### src/verilog/pianoTiles_params.svh
`ifndef PIANOTILES_PARAMS_SVH
`define PIANOTILES_PARAMS_SVH

// pixel counter and tile position width
`define PT_COORD_W 10
`define PT_SCORE_W 10 // up to 1023 hits

`define PT_LANES 4

// lanes repeat every 161 pixels, 157 wide, leaving a three pixel divider between them
`define PT_LANE_PITCH 161
`define PT_LANE_WIDTH 157

// bounds are exclusive on both sides: lane 0 is 0/157, lane 3 is 483/640
`define PT_LANE_X_LO(n) ((n) * `PT_LANE_PITCH)
`define PT_LANE_X_HI(n) ((n) * `PT_LANE_PITCH + `PT_LANE_WIDTH)

// number of divider gaps, gap n lies strictly between PT_LANE_X_HI(n) and PT_LANE_X_LO(n+1)
`define PT_DIV_GAPS (`PT_LANES - 1)

// tile geometry in lines
`define PT_TILE_HEIGHT 100
`define PT_SCREEN_BOTTOM 600 // tile wraps once its bottom edge passes this

// in-tile pixels scanned per one line of tile movement
`define PT_STEP_DIV 2500

// colours as 12'hRGB
`define PT_COL_LANE0 12'hA00 // dark red
`define PT_COL_LANE1 12'hFF0 // yellow
`define PT_COL_LANE2 12'h00A // dark blue
`define PT_COL_LANE3 12'h0F0 // green

`define PT_COL_DIVIDER 12'h777
`define PT_COL_TITLE 12'h333 // flat grey title screen
`define PT_COL_OVER 12'hF00 // flat red game over screen
`define PT_COL_BLACK 12'h000

`endif

### src/verilog/pianoTilesPkg.sv
`default_nettype none

`include "pianoTiles_params.svh"

package pianoTilesPkg;

    // game sequencer states, code 2'd3 is never entered
    typedef enum logic [1:0]
    {
        stTitle = 2'd0,
        stPlaying = 2'd1,
        stOver = 2'd2
    } gameStateT;

    // pixel coordinate, also used for tile positions
    typedef logic [`PT_COORD_W-1:0] coordT;

    typedef logic [`PT_SCORE_W-1:0] scoreT; // hit count

    // one bit per lane, lane 0 in bit 0
    typedef logic [`PT_LANES-1:0] laneMaskT;

    // red in [11:8], green in [7:4], blue in [3:0]
    typedef logic [11:0] rgbT;

endpackage

`default_nettype wire

### src/verilog/gameControl.sv
`timescale 1ns/1ns
`default_nettype none

module gameControl
(
    input wire logic clk_d,
    input wire logic rst,
    input wire logic startButton,
    input wire logic stageChange, // one cycle pulse at each new stage
    input wire pianoTilesPkg::laneMaskT buttons,
    input wire pianoTilesPkg::laneMaskT inTile, // which lane's tile holds the current pixel
    output pianoTilesPkg::gameStateT gameState,
    output pianoTilesPkg::scoreT score,
    output logic tileHit // a tile was already hit this stage
);

    // judgement terms, all from the current pixel and buttons
    logic anyInTile;
    logic judgeOpen;
    logic correctPress;
    logic wrongPress;
    logic returnToTitle;

    assign anyInTile = |inTile;
    assign judgeOpen = anyInTile && !tileHit; // only one hit counts per stage

    // lanes never overlap so at most one inTile bit is set
    assign correctPress = |(buttons & inTile);

    // any button on a lane other than the one under the scan
    assign wrongPress = |(buttons & ~inTile);

    // both left buttons together leave the game over screen
    assign returnToTitle = buttons[0] && buttons[1];

    always_ff @(posedge clk_d)
    begin
        if (rst)
        begin
            gameState <= pianoTilesPkg::stTitle;
            score <= '0;
            tileHit <= 1'b0;
        end
        else
        begin
            case (gameState)
                pianoTilesPkg::stTitle:
                begin
                    if (startButton)
                    begin
                        score <= '0; // new game
                        gameState <= pianoTilesPkg::stPlaying;
                    end
                end

                pianoTilesPkg::stPlaying:
                begin
                    if (judgeOpen)
                    begin
                        // a correct press wins over a wrong one in the same clock
                        if (correctPress)
                        begin
                            score <= score + pianoTilesPkg::scoreT'(1);
                            tileHit <= 1'b1;
                        end
                        else if (wrongPress)
                        begin
                            gameState <= pianoTilesPkg::stOver;
                        end
                    end

                    // presses with no tile under the scan fall through untouched

                    if (stageChange)
                    begin
                        tileHit <= 1'b0; // next stage allows another hit
                    end
                end

                pianoTilesPkg::stOver:
                begin
                    if (returnToTitle)
                    begin
                        gameState <= pianoTilesPkg::stTitle; // score stays visible until start
                    end
                end

                default:
                begin
                    gameState <= pianoTilesPkg::stTitle; // recover from the unused code
                end
            endcase
        end
    end

endmodule

`default_nettype wire

### src/verilog/pianoTilesTop.sv
`timescale 1ns/1ns
`default_nettype none

`include "pianoTiles_params.svh"

module pianoTilesTop
#(
    parameter int stepDiv = `PT_STEP_DIV // tile movement divider, shared by every lane
)
(
    input wire logic clk_d,
    input wire logic rst,
    input wire pianoTilesPkg::coordT pixelX,
    input wire pianoTilesPkg::coordT pixelY,
    input wire logic active,
    input wire pianoTilesPkg::laneMaskT laneEnable, // which lanes carry a tile
    input wire pianoTilesPkg::laneMaskT buttons,
    input wire logic startButton,
    input wire logic stageChange,
    output logic [3:0] red,
    output logic [3:0] green,
    output logic [3:0] blue,
    output pianoTilesPkg::scoreT score,
    output pianoTilesPkg::gameStateT gameState
);

    pianoTilesPkg::laneMaskT inTile; // one bit from each lane
    logic tileHit;

    gameControl gameControl_i
    (
        .clk_d(clk_d),
        .rst(rst),
        .startButton(startButton),
        .stageChange(stageChange),
        .buttons(buttons),
        .inTile(inTile),
        .gameState(gameState),
        .score(score),
        .tileHit(tileHit)
    );

    // one tile per lane
    for (genvar lane = 0; lane < `PT_LANES; lane++)
    begin : gLane
        tileLane
        #(
            .laneIndex(lane),
            .stepDiv(stepDiv)
        )
        tileLane_i
        (
            .clk_d(clk_d),
            .rst(rst),
            .pixelX(pixelX),
            .pixelY(pixelY),
            .laneEnable(laneEnable[lane]),
            .stageChange(stageChange),
            .gameState(gameState),
            .inTile(inTile[lane])
        );
    end

    pixelMixer pixelMixer_i
    (
        .clk_d(clk_d),
        .rst(rst),
        .pixelX(pixelX),
        .active(active),
        .gameState(gameState),
        .inTile(inTile),
        .tileHit(tileHit),
        .red(red),
        .green(green),
        .blue(blue)
    );

endmodule

`default_nettype wire

### src/verilog/pixelMixer.sv
`timescale 1ns/1ns
`default_nettype none

`include "pianoTiles_params.svh"

module pixelMixer
(
    input wire logic clk_d,
    input wire logic rst,
    input wire pianoTilesPkg::coordT pixelX,
    input wire logic active, // low during blanking
    input wire pianoTilesPkg::gameStateT gameState,
    input wire pianoTilesPkg::laneMaskT inTile,
    input wire logic tileHit,
    output logic [3:0] red,
    output logic [3:0] green,
    output logic [3:0] blue
);

    // lane colours indexed by lane number
    localparam pianoTilesPkg::rgbT laneColour [0:`PT_LANES-1] =
        '{`PT_COL_LANE0, `PT_COL_LANE1, `PT_COL_LANE2, `PT_COL_LANE3};

    pianoTilesPkg::rgbT tileColour; // colour of whichever tile holds the pixel
    pianoTilesPkg::rgbT nextColour;
    pianoTilesPkg::rgbT colour; // registered output colour
    logic inGap;

    // pick the lane colour, at most one inTile bit is set
    always_comb
    begin
        tileColour = `PT_COL_BLACK;
        for (int i = 0; i < `PT_LANES; i++)
        begin
            if (inTile[i])
            begin
                tileColour = laneColour[i];
            end
        end
    end

    // grey strips between neighbouring lanes
    always_comb
    begin
        inGap = 1'b0;
        for (int n = 0; n < `PT_DIV_GAPS; n++)
        begin
            if ((pixelX > pianoTilesPkg::coordT'(`PT_LANE_X_HI(n)))
                && (pixelX < pianoTilesPkg::coordT'(`PT_LANE_X_LO(n + 1))))
            begin
                inGap = 1'b1;
            end
        end
    end

    always_comb
    begin
        nextColour = `PT_COL_BLACK;
        if (active)
        begin
            case (gameState)
                pianoTilesPkg::stTitle: nextColour = `PT_COL_TITLE;
                pianoTilesPkg::stOver: nextColour = `PT_COL_OVER;
                pianoTilesPkg::stPlaying:
                begin
                    if (|inTile)
                        nextColour = tileHit ? `PT_COL_BLACK : tileColour; // hit tiles go dark
                    else if (inGap)
                        nextColour = `PT_COL_DIVIDER;
                end
                default: nextColour = `PT_COL_BLACK;
            endcase
        end
    end

    always_ff @(posedge clk_d)
    begin
        if (rst)
            colour <= `PT_COL_BLACK;
        else
            colour <= nextColour; // one clock behind the pixel inputs
    end

    assign red = colour[11:8];
    assign green = colour[7:4];
    assign blue = colour[3:0];

endmodule

`default_nettype wire

### src/verilog/tileLane.sv
`timescale 1ns/1ns
`default_nettype none

`include "pianoTiles_params.svh"

module tileLane
#(
    parameter int laneIndex = 0, // 0 .. PT_LANES-1, picks the lane bounds
    parameter int stepDiv = `PT_STEP_DIV // in-tile pixels per one line of movement
)
(
    input wire logic clk_d,
    input wire logic rst,
    input wire pianoTilesPkg::coordT pixelX,
    input wire pianoTilesPkg::coordT pixelY,
    input wire logic laneEnable,
    input wire logic stageChange,
    input wire pianoTilesPkg::gameStateT gameState,
    output logic inTile
);

    // counter must reach stepDiv itself
    localparam int cntW = $clog2(stepDiv + 1);

    // exclusive horizontal bounds of this lane
    localparam pianoTilesPkg::coordT xLo = pianoTilesPkg::coordT'(`PT_LANE_X_LO(laneIndex));
    localparam pianoTilesPkg::coordT xHi = pianoTilesPkg::coordT'(`PT_LANE_X_HI(laneIndex));

    localparam pianoTilesPkg::coordT tileHeight = pianoTilesPkg::coordT'(`PT_TILE_HEIGHT);
    localparam pianoTilesPkg::coordT screenBottom = pianoTilesPkg::coordT'(`PT_SCREEN_BOTTOM);

    pianoTilesPkg::coordT tileTop; // first line of the tile, moves down
    pianoTilesPkg::coordT tileBottom;
    logic [cntW-1:0] stepCount; // in-tile pixels since the last move

    logic inLaneX;
    logic inTileY;
    logic pastBottom;
    logic stepDue;

    assign tileBottom = tileTop + tileHeight;

    assign inLaneX = (pixelX > xLo) && (pixelX < xHi);
    assign inTileY = (pixelY > tileTop) && (pixelY < tileBottom);

    // combinational, straight from the registered position
    assign inTile = laneEnable && inLaneX && inTileY;

    assign pastBottom = tileBottom > screenBottom;
    assign stepDue = stepCount == cntW'(stepDiv);

    always_ff @(posedge clk_d)
    begin
        if (rst)
        begin
            tileTop <= '0;
            stepCount <= '0;
        end
        else if (gameState == pianoTilesPkg::stPlaying) // frozen on title and game over
        begin
            if (pastBottom)
            begin
                // wrap back to the top and start counting afresh
                tileTop <= '0;
                stepCount <= '0;
            end
            else if (inTile)
            begin
                if (stepDue)
                begin
                    tileTop <= tileTop + pianoTilesPkg::coordT'(1); // one line down
                    stepCount <= cntW'(1); // this pixel counts toward the next step
                end
                else
                begin
                    stepCount <= stepCount + cntW'(1);
                end
            end

            if (stageChange)
            begin
                tileTop <= '0; // new stage restarts every tile, counter kept
            end
        end
    end

endmodule

`default_nettype wire
### config.mk
export PLATFORM = sky130hd
export DESIGN_NAME = pianoTilesTop
export DESIGN_NICKNAME = d
export VERILOG_FILES = /design/src/verilog/pianoTilesPkg.sv /design/src/verilog/gameControl.sv /design/src/verilog/pianoTilesTop.sv /design/src/verilog/pixelMixer.sv /design/src/verilog/tileLane.sv
export VERILOG_INCLUDE_DIRS = /design/src /design/src/verilog
export SDC_FILE = /design/constraint.sdc
export NUM_CORES = 1
export LEC_CHECK = 0
export BUFFER_PORTS_ARGS = -buffer_cell sky130_fd_sc_hd__buf_4
export CELL_PAD_IN_SITES_DETAIL_PLACEMENT = 1
export CELL_PAD_IN_SITES_GLOBAL_PLACEMENT = 1
export CORE_MARGIN = 8
export CORE_UTILIZATION = 43
export CTS_BUF_LIST = sky130_fd_sc_hd__clkbuf_4 sky130_fd_sc_hd__clkbuf_8
export CTS_CLUSTER_SIZE = 20
export DETAILED_ROUTE_END_ITERATION = 10
export PLACE_DENSITY = 0.76
export SKIP_LAST_GASP = 1
export SLEW_MARGIN = 25
export SYNTH_ARGS = -nofsm -noshare
export SYNTH_HDL_FRONTEND = slang
export SYNTH_SLANG_ARGS = --single-unit
### constraint.sdc
create_clock -name clk_d -period 3.2 [get_ports clk_d]
set_input_delay 0.32 -clock clk_d [delete_from_list [all_inputs] [get_ports clk_d]]
set_output_delay 0.32 -clock clk_d [all_outputs]
set_load 0.03 [all_outputs]
# ---- After elaboration in Yosys (flattened, before gate mapping)
# Cells that the tools add are included.
dict set report word_totals {
  elab_cells 172
  reg_bits 113
  out_inout_bits 24
}
dict set report op_classes {
  mux 52
  add_sub_neg 13
  reduce_logical 53
  eq_ne 12
  bitwise_logic 4
  magnitude_cmp 26
}
# op n
set op_table {}
lappend op_table {{two-way mux 12 bit} 18}
lappend op_table {{two-way mux 10 bit} 19}
lappend op_table {{adder 10 x 1 -> 10 bit, second input constant} 5}
lappend op_table {{adder 12 x 1 -> 12 bit, second input constant} 4}
lappend op_table {{equality test 12 bit, second input constant} 4}
lappend op_table {{adder 10 x 7 -> 10 bit, second input constant} 4}
lappend op_table {{greater-than comparator 10 bit} 4}
lappend op_table {{greater-than comparator 10 bit, second input constant} 4}
lappend op_table {{greater-than comparator 10 x 9 -> 1 bit, second input constant} 4}
lappend op_table {{less-than comparator 10 bit} 4}
lappend op_table {{less-than comparator 10 x 9 -> 1 bit, second input constant} 4}
lappend op_table {{case mux 12 bit (3 select lines)} 1}
lappend op_table {{nonzero test 3 bit} 8}
lappend op_table {{logical AND 1 bit} 21}
lappend op_table {{greater-than comparator 10 x 8 -> 1 bit, second input constant} 2}
lappend op_table {{less-than comparator 10 x 8 -> 1 bit, second input constant} 2}
lappend op_table {{case mux 10 bit (2 select lines)} 1}
lappend op_table {{AND reduction 3 bit} 5}
lappend op_table {{nonzero test 2 bit} 7}
lappend op_table {{OR reduction 4 bit} 3}
lappend op_table {{two-way mux 11 bit} 1}
lappend op_table {{greater-than comparator 10 x 1 -> 1 bit, second input constant} 1}
lappend op_table {{less-than comparator 10 bit, second input constant} 1}
lappend op_table {{two-way mux 2 bit} 5}
lappend op_table {{15 further kinds} 28}

# ---- Logic depth before layout (Yosys ltp)
dict set report logic_depth {
  word_depth 11
  depth_mapped 18
}

# ---- Hierarchy
# From an unflattened synthesis, not the netlist that was laid out.
dict set report hier_totals {
  hier_cells 1116
  area_unflattened_um2 9029.9
}
# module cells_each area_per_inst_um2 instances
set by_module_without_submodules {}
lappend by_module_without_submodules {{tileLane (gLane[0].tileLane_i)} 246 2015.7 1}
lappend by_module_without_submodules {{tileLane (gLane[1].tileLane_i)} 235 1916.8 1}
lappend by_module_without_submodules {{tileLane (gLane[2].tileLane_i)} 240 1899.3 1}
lappend by_module_without_submodules {{tileLane (gLane[3].tileLane_i)} 244 1896.8 1}
lappend by_module_without_submodules {gameControl 92 785.8 1}
lappend by_module_without_submodules {pixelMixer 59 515.5 1}

# ---- Least setup slack after synthesis
# Ideal clock, no wire load.
dict set report synth_timing {
  path_type {reg-to-reg}
  startpoint {reg gLane[2].tileLane_i.tileTop[5]}
  endpoint {reg gameControl_i.score[5]}
  slack_ns -0.216
  synth_period_minus_slack_ns 3.416
  n_path_buf 1
  setup_ns 0.070
  path_stages_with_launch 15
  t_arrival_ns 3.346
  required_time_ns 3.130
  path_cell_list {dfxtp_1 clkbuf_1 inv_1 and3_1 or3_1 and2_1 ha_1 nand4b_1 or4_1 nor4_2 nand2_1 nand2_1 o2111ai_2 or4_1 a21oi_1}
}
dict set report synth_between {
  elab_chain_len 8
}
# element line_no
set synth_rtl {}
lappend synth_rtl {{start, declared} tileLane.sv:32} ;# pianoTilesPkg::coordT tileTop;
lappend synth_rtl {{start signal, assigned} tileLane.sv:71} ;# tileTop <= tileTop + pianoTilesPkg::coordT'(1);
lappend synth_rtl {{adder 10 x 7 -> 10 bit} tileLane.sv:41} ;# assign tileBottom = tileTop + tileHeight;
lappend synth_rtl {{less-than comparator 10 bit} tileLane.sv:44} ;# assign inTileY = (pixelY > tileTop) && (pixelY < tileBottom);
lappend synth_rtl {{logical AND 1 bit (*)} tileLane.sv:44}
lappend synth_rtl {{logical AND 1 bit (*)} tileLane.sv:47} ;# assign inTile = laneEnable && inLaneX && inTileY;
lappend synth_rtl {{AND 4 bit or OR reduction 4 bit (tied branches)} {gameControl.sv:28, gameControl.sv:24}}
lappend synth_rtl {{OR reduction 4 bit or logical AND 1 bit (tied branches)} {gameControl.sv:28, gameControl.sv:25}}
lappend synth_rtl {{inequality test 2 bit (no line)} -}
lappend synth_rtl {{AND reduction 4 bit (no line) (*)} -}
lappend synth_rtl {{end signal, assigned} gameControl.sv:63} ;# score <= score + pianoTilesPkg::scoreT'(1);
lappend synth_rtl {{end, declared} gameControl.sv:13} ;# output pianoTilesPkg::scoreT score,
# Mark *: on every way between the ends. The rest lies on a longest branch, timed or not.
# A chain may end at the register's enable or synchronous reset.

# ---- Worst setup path after layout
dict set report layout_timing {
  startpoint {reg gLane[2].tileLane_i.tileTop[3]}
  endpoint {reg gameControl_i.score[5]}
}
# The elaborated chain is that of the path after synthesis.

==> metrics.txt <==
status finished with violations; failing checks setup timing; Via density 5.95; Via Count 8646; Sw Ratio 30.3%; Initial Util a little over two fifths; final hold vios 0; asr flop ratio synth 0%; DP HPWL 19600 µm; minimum clock period approximately 3.5 ns; synthesized area per cell approximately 7.9 µm²; clock latency on the worst-skew pair slightly above 0.4 ns; synthesis-stage register bit count 112; crit-path max FO 7; number of flops mapped to enable cells by yosys 0; Clock Skews between 0.015 and 0.02 ns; Net Sw Power about 0.86 mW; M2 GR Usage 40.2%; reg2reg path depth 14; share of layout cells above drive strength 1 a little under a third; cell taking the most area after synthesis dfxtp_1; crit path launch type flop; Setup CP Type flop to flop; Worst Hold Launch stageChange; H-tree depth 3; RSZ-0062 raised after global routing true; drc violations 0; setup ws final -0.264 ns; Clk pwr share between 30% and 40%; Cells after Synth slightly above 1000; Post-synth top flop dfxtp_1; CTS tree done; fillers around 2200; most common cell after layout, fill and taps aside buf_4; Fmax between 0.2 and 0.3 GHz; Worst EP arrival between 3 and 4 ns; Port Buffers 56; area of the multi-input gates around 0.0063 mm²; placed inst area about 0.0097 mm²; Routed Antenna Nets 0; setup violators final 46; Design Area, Final approximately 0.011 mm²; vias in the first global route 8646; register area 0.00226 mm²; MaxCap Viol Count 0; cts bufs inserted 9; Rel. slew slack between 50% and 60%; GR met1 Demand/Resource 26.9%; CORE AREA approximately 0.019 mm²; grt met3 use just over 3%; Std-Cell Rows 50; worst hold slack ~0.32 ns; Chip Width roughly 150 µm; DRT Pass-1 Iters 5; Worst Setup End Kind flop; r2r setup slk -0.26 ns; Flop pwr share approximately 50%; Die H ~150 µm; WL/cell roughly 20 µm; Tcrit/Tclk final 108%; max-slew violation count 0; die area 0.0235 mm²; first-pass GRT wire length around 43000 µm; Synth Net Count roughly 1100; Top Usage Layer GRT met2; synth unique cells 73; CTS root buf clkbuf_8; VDD IR max around 0.17 mV; Required @ worst endpoint between 3 and 4 ns; antenna violations before repair 0; combinational share of power ~17%; GRT overflow 0; final net count around 1300; area grow syn2layout 36.1%; post-synthesis sequential area ratio around 28%; DR iter-0 viols around 430; Sinks on Clock Net 112; type of the most critical hold path input pin to flop; GPL Wtd Cong between 0.8 and 0.9; yosys warns 0; Reg-to-Reg Start gLane[2].tileLane_i.tileTop[3]$_SDFFE_PP0P_; diode count 0; Worst Max-Slew Pin Slew approximately 0.67 ns; hold path depth 3; pwr dens ~260 mW/mm²; hold endpoint gameControl_i.tileHit$_SDFFE_PP0P_; GRT Overall Usage approximately 22%; most frequent cells in the layout buf_4 (193), nor2_1 (109), dfxtp_1 (100), ha_1 (87), nand2_1 (81); Worst-path clk slew around 0.13 ns; Post-Route WL about 30000 µm; reg2reg end gameControl_i.score[5]$_SDFFE_PP0P_; Yosys top cell area share 27.7%; Static Leak approximately 4.3 nW; IO Count 57; largest net degree at the start of global routing 39; Cell Area, Synth approximately 0.0081 mm²; cell-internal power ~2 mW; ranking of synthesized cells by area dfxtp_1 (28%), ha_1 (14%), xnor2_1 (5.7%); Clock Path Buffers 2; Overall Power roughly 2.8 mW
[worst max-delay path: stages (launching register included)]
cell and delay, ns:
dfxtp_2 0.36, nand3_2 0.09, and3_4 0.16, or3_4 0.33, and2_4 0.15, ha_4 0.14
nand4b_1 0.18, or4_4 0.52, nor4_4 0.15, buf_4 0.19, a32oi_2 0.15, o221ai_4 0.12
o2111ai_4 0.23, or4_4 0.55, a21oi_2 0.12
[power groups by stage]
stage               logic [mW]  clock network [mW]  registers, mW
floorplan                0.206                   0           1.45
global placement         0.391                   0           1.44
detailed placement       0.402                   0           1.44
CTS                      0.436               0.968           1.41
global route             0.521                1.01           1.41
finish                   0.490               0.940           1.41
[state kept, by name, indices dropped and copies added, names as in the netlist]
| name | count |
|---|---|
| gameControl_i.tileHit | 1 |
| gLane.tileLane_i.tileTop | 40 |
| gameControl_i.gameState | 2 |
| gameControl_i.score | 10 |
| gLane.tileLane_i.stepCount | 48 |
| pixelMixer_i.colour | 11 |
[cells by family (layout without fill, tap and decap cells)]
kind of cell               Yosys count  in the layout  share of synthesized area [%]
buffers and inverters              103            300                           4.99
muxes                                8              8                           1.00
AOI/OAI and AO/OA                  204            205                           17.2
xor gates and xnor gates            77             77                           8.32
DFF                                112            112                           27.7
and+or+nand+nor                    423            423                           26.5
adders and majority gates           93             93                           14.4
[per-layer routing]
layer / wire length, µm / part of all wire (%)
met5: 0 / 0
met4: 963 / 3.3
met3: 1150 / 3.9
met2: 14900 / 50
met1: 12600 / 42
[metrics by stage]
step | std cells | setup TNS (ns) | utilization [%] | worst slack, ns
final | 1452 | -5.21 | 59.4 | -0.264
after detailed placement | 1406 | -8.68 | 52.5 | -0.332
after floorplan | 1020 | -0.0708 | - | -0.0327
after global routing | 1452 | -13.12 | 59.4 | -0.417
after global placement | 1406 | -5.23 | 52.5 | -0.258
after CTS | 1436 | -3.51 | 56.0 | -0.228
[cell type report]
class,instances,area share (%)
Clock inverter,6,0.726
Clock buffer,10,1.19
Inverter,67,2.30
Timing Repair Buffer,217,15.7
Tap cell,234,2.65
Sequential cell,112,20.5
Multi-Input combinational cell,806,56.9
[cells in the mapped netlist (4+ instances only)]
| cell | number |
|---|---|
| clkbuf_1 | 29 |
| or4_1 | 8 |
| nand3_1 | 38 |
| and3_1 | 19 |
| xor2_1 | 24 |
| nand2b_1 | 9 |
| nand3b_1 | 5 |
| a31oi_1 | 7 |
| nand4b_1 | 9 |
| mux2i_1 | 7 |
| xnor2_1 | 53 |
| or3_1 | 18 |
| nand2_1 | 85 |
| o211ai_1 | 8 |
| a211oi_1 | 8 |
| or2_2 | 7 |
| nor4_1 | 16 |
| a21o_1 | 22 |
| buf_2 | 5 |
| a21oi_1 | 62 |
| o2111ai_1 | 4 |
| nor2_1 | 116 |
| nor3_1 | 30 |
| ha_1 | 93 |
| dfxtp_1 | 112 |
| nand4_1 | 32 |
| o21a_1 | 7 |
| nor2b_1 | 7 |
| o21ai_0 | 29 |
| and2_1 | 8 |
| a211o_1 | 11 |
| inv_1 | 67 |
[worst max path at each step]
| stage | start | endpoint | depth (start not counted) |
|---|---|---|---|
| after floorplan | gLane[1].tileLane_i.tileTop[4]$_SDFFE_PP0P_ | gameControl_i.score[5]$_SDFFE_PP0P_ | 12 |
| after global routing | gLane[0].tileLane_i.tileTop[2]$_SDFFE_PP0P_ | gameControl_i.score[5]$_SDFFE_PP0P_ | 14 |
| final | gLane[2].tileLane_i.tileTop[3]$_SDFFE_PP0P_ | gameControl_i.score[5]$_SDFFE_PP0P_ | 14 |
| after CTS | gLane[2].tileLane_i.tileTop[4]$_SDFFE_PP0P_ | gameControl_i.gameState[0]$_SDFFE_PP0P_ | 15 |
| after detailed placement | gLane[0].tileLane_i.tileTop[3]$_SDFFE_PP0P_ | gameControl_i.score[7]$_SDFFE_PP0P_ | 13 |
| after global placement | gLane[0].tileLane_i.tileTop[3]$_SDFFE_PP0P_ | gameControl_i.score[5]$_SDFFE_PP0P_ | 13 |
[repair_timing]
action | CTS | global route
hold buffers | 0 | 0
resized for setup | 73 | 99
buffers inserted | 13 | 18
pin swaps | 40 | 68
endpoints found under the setup margin | 72 | 100
cloned | 1 | 0
No activity file was read; power rests on OpenSTA's default activity.
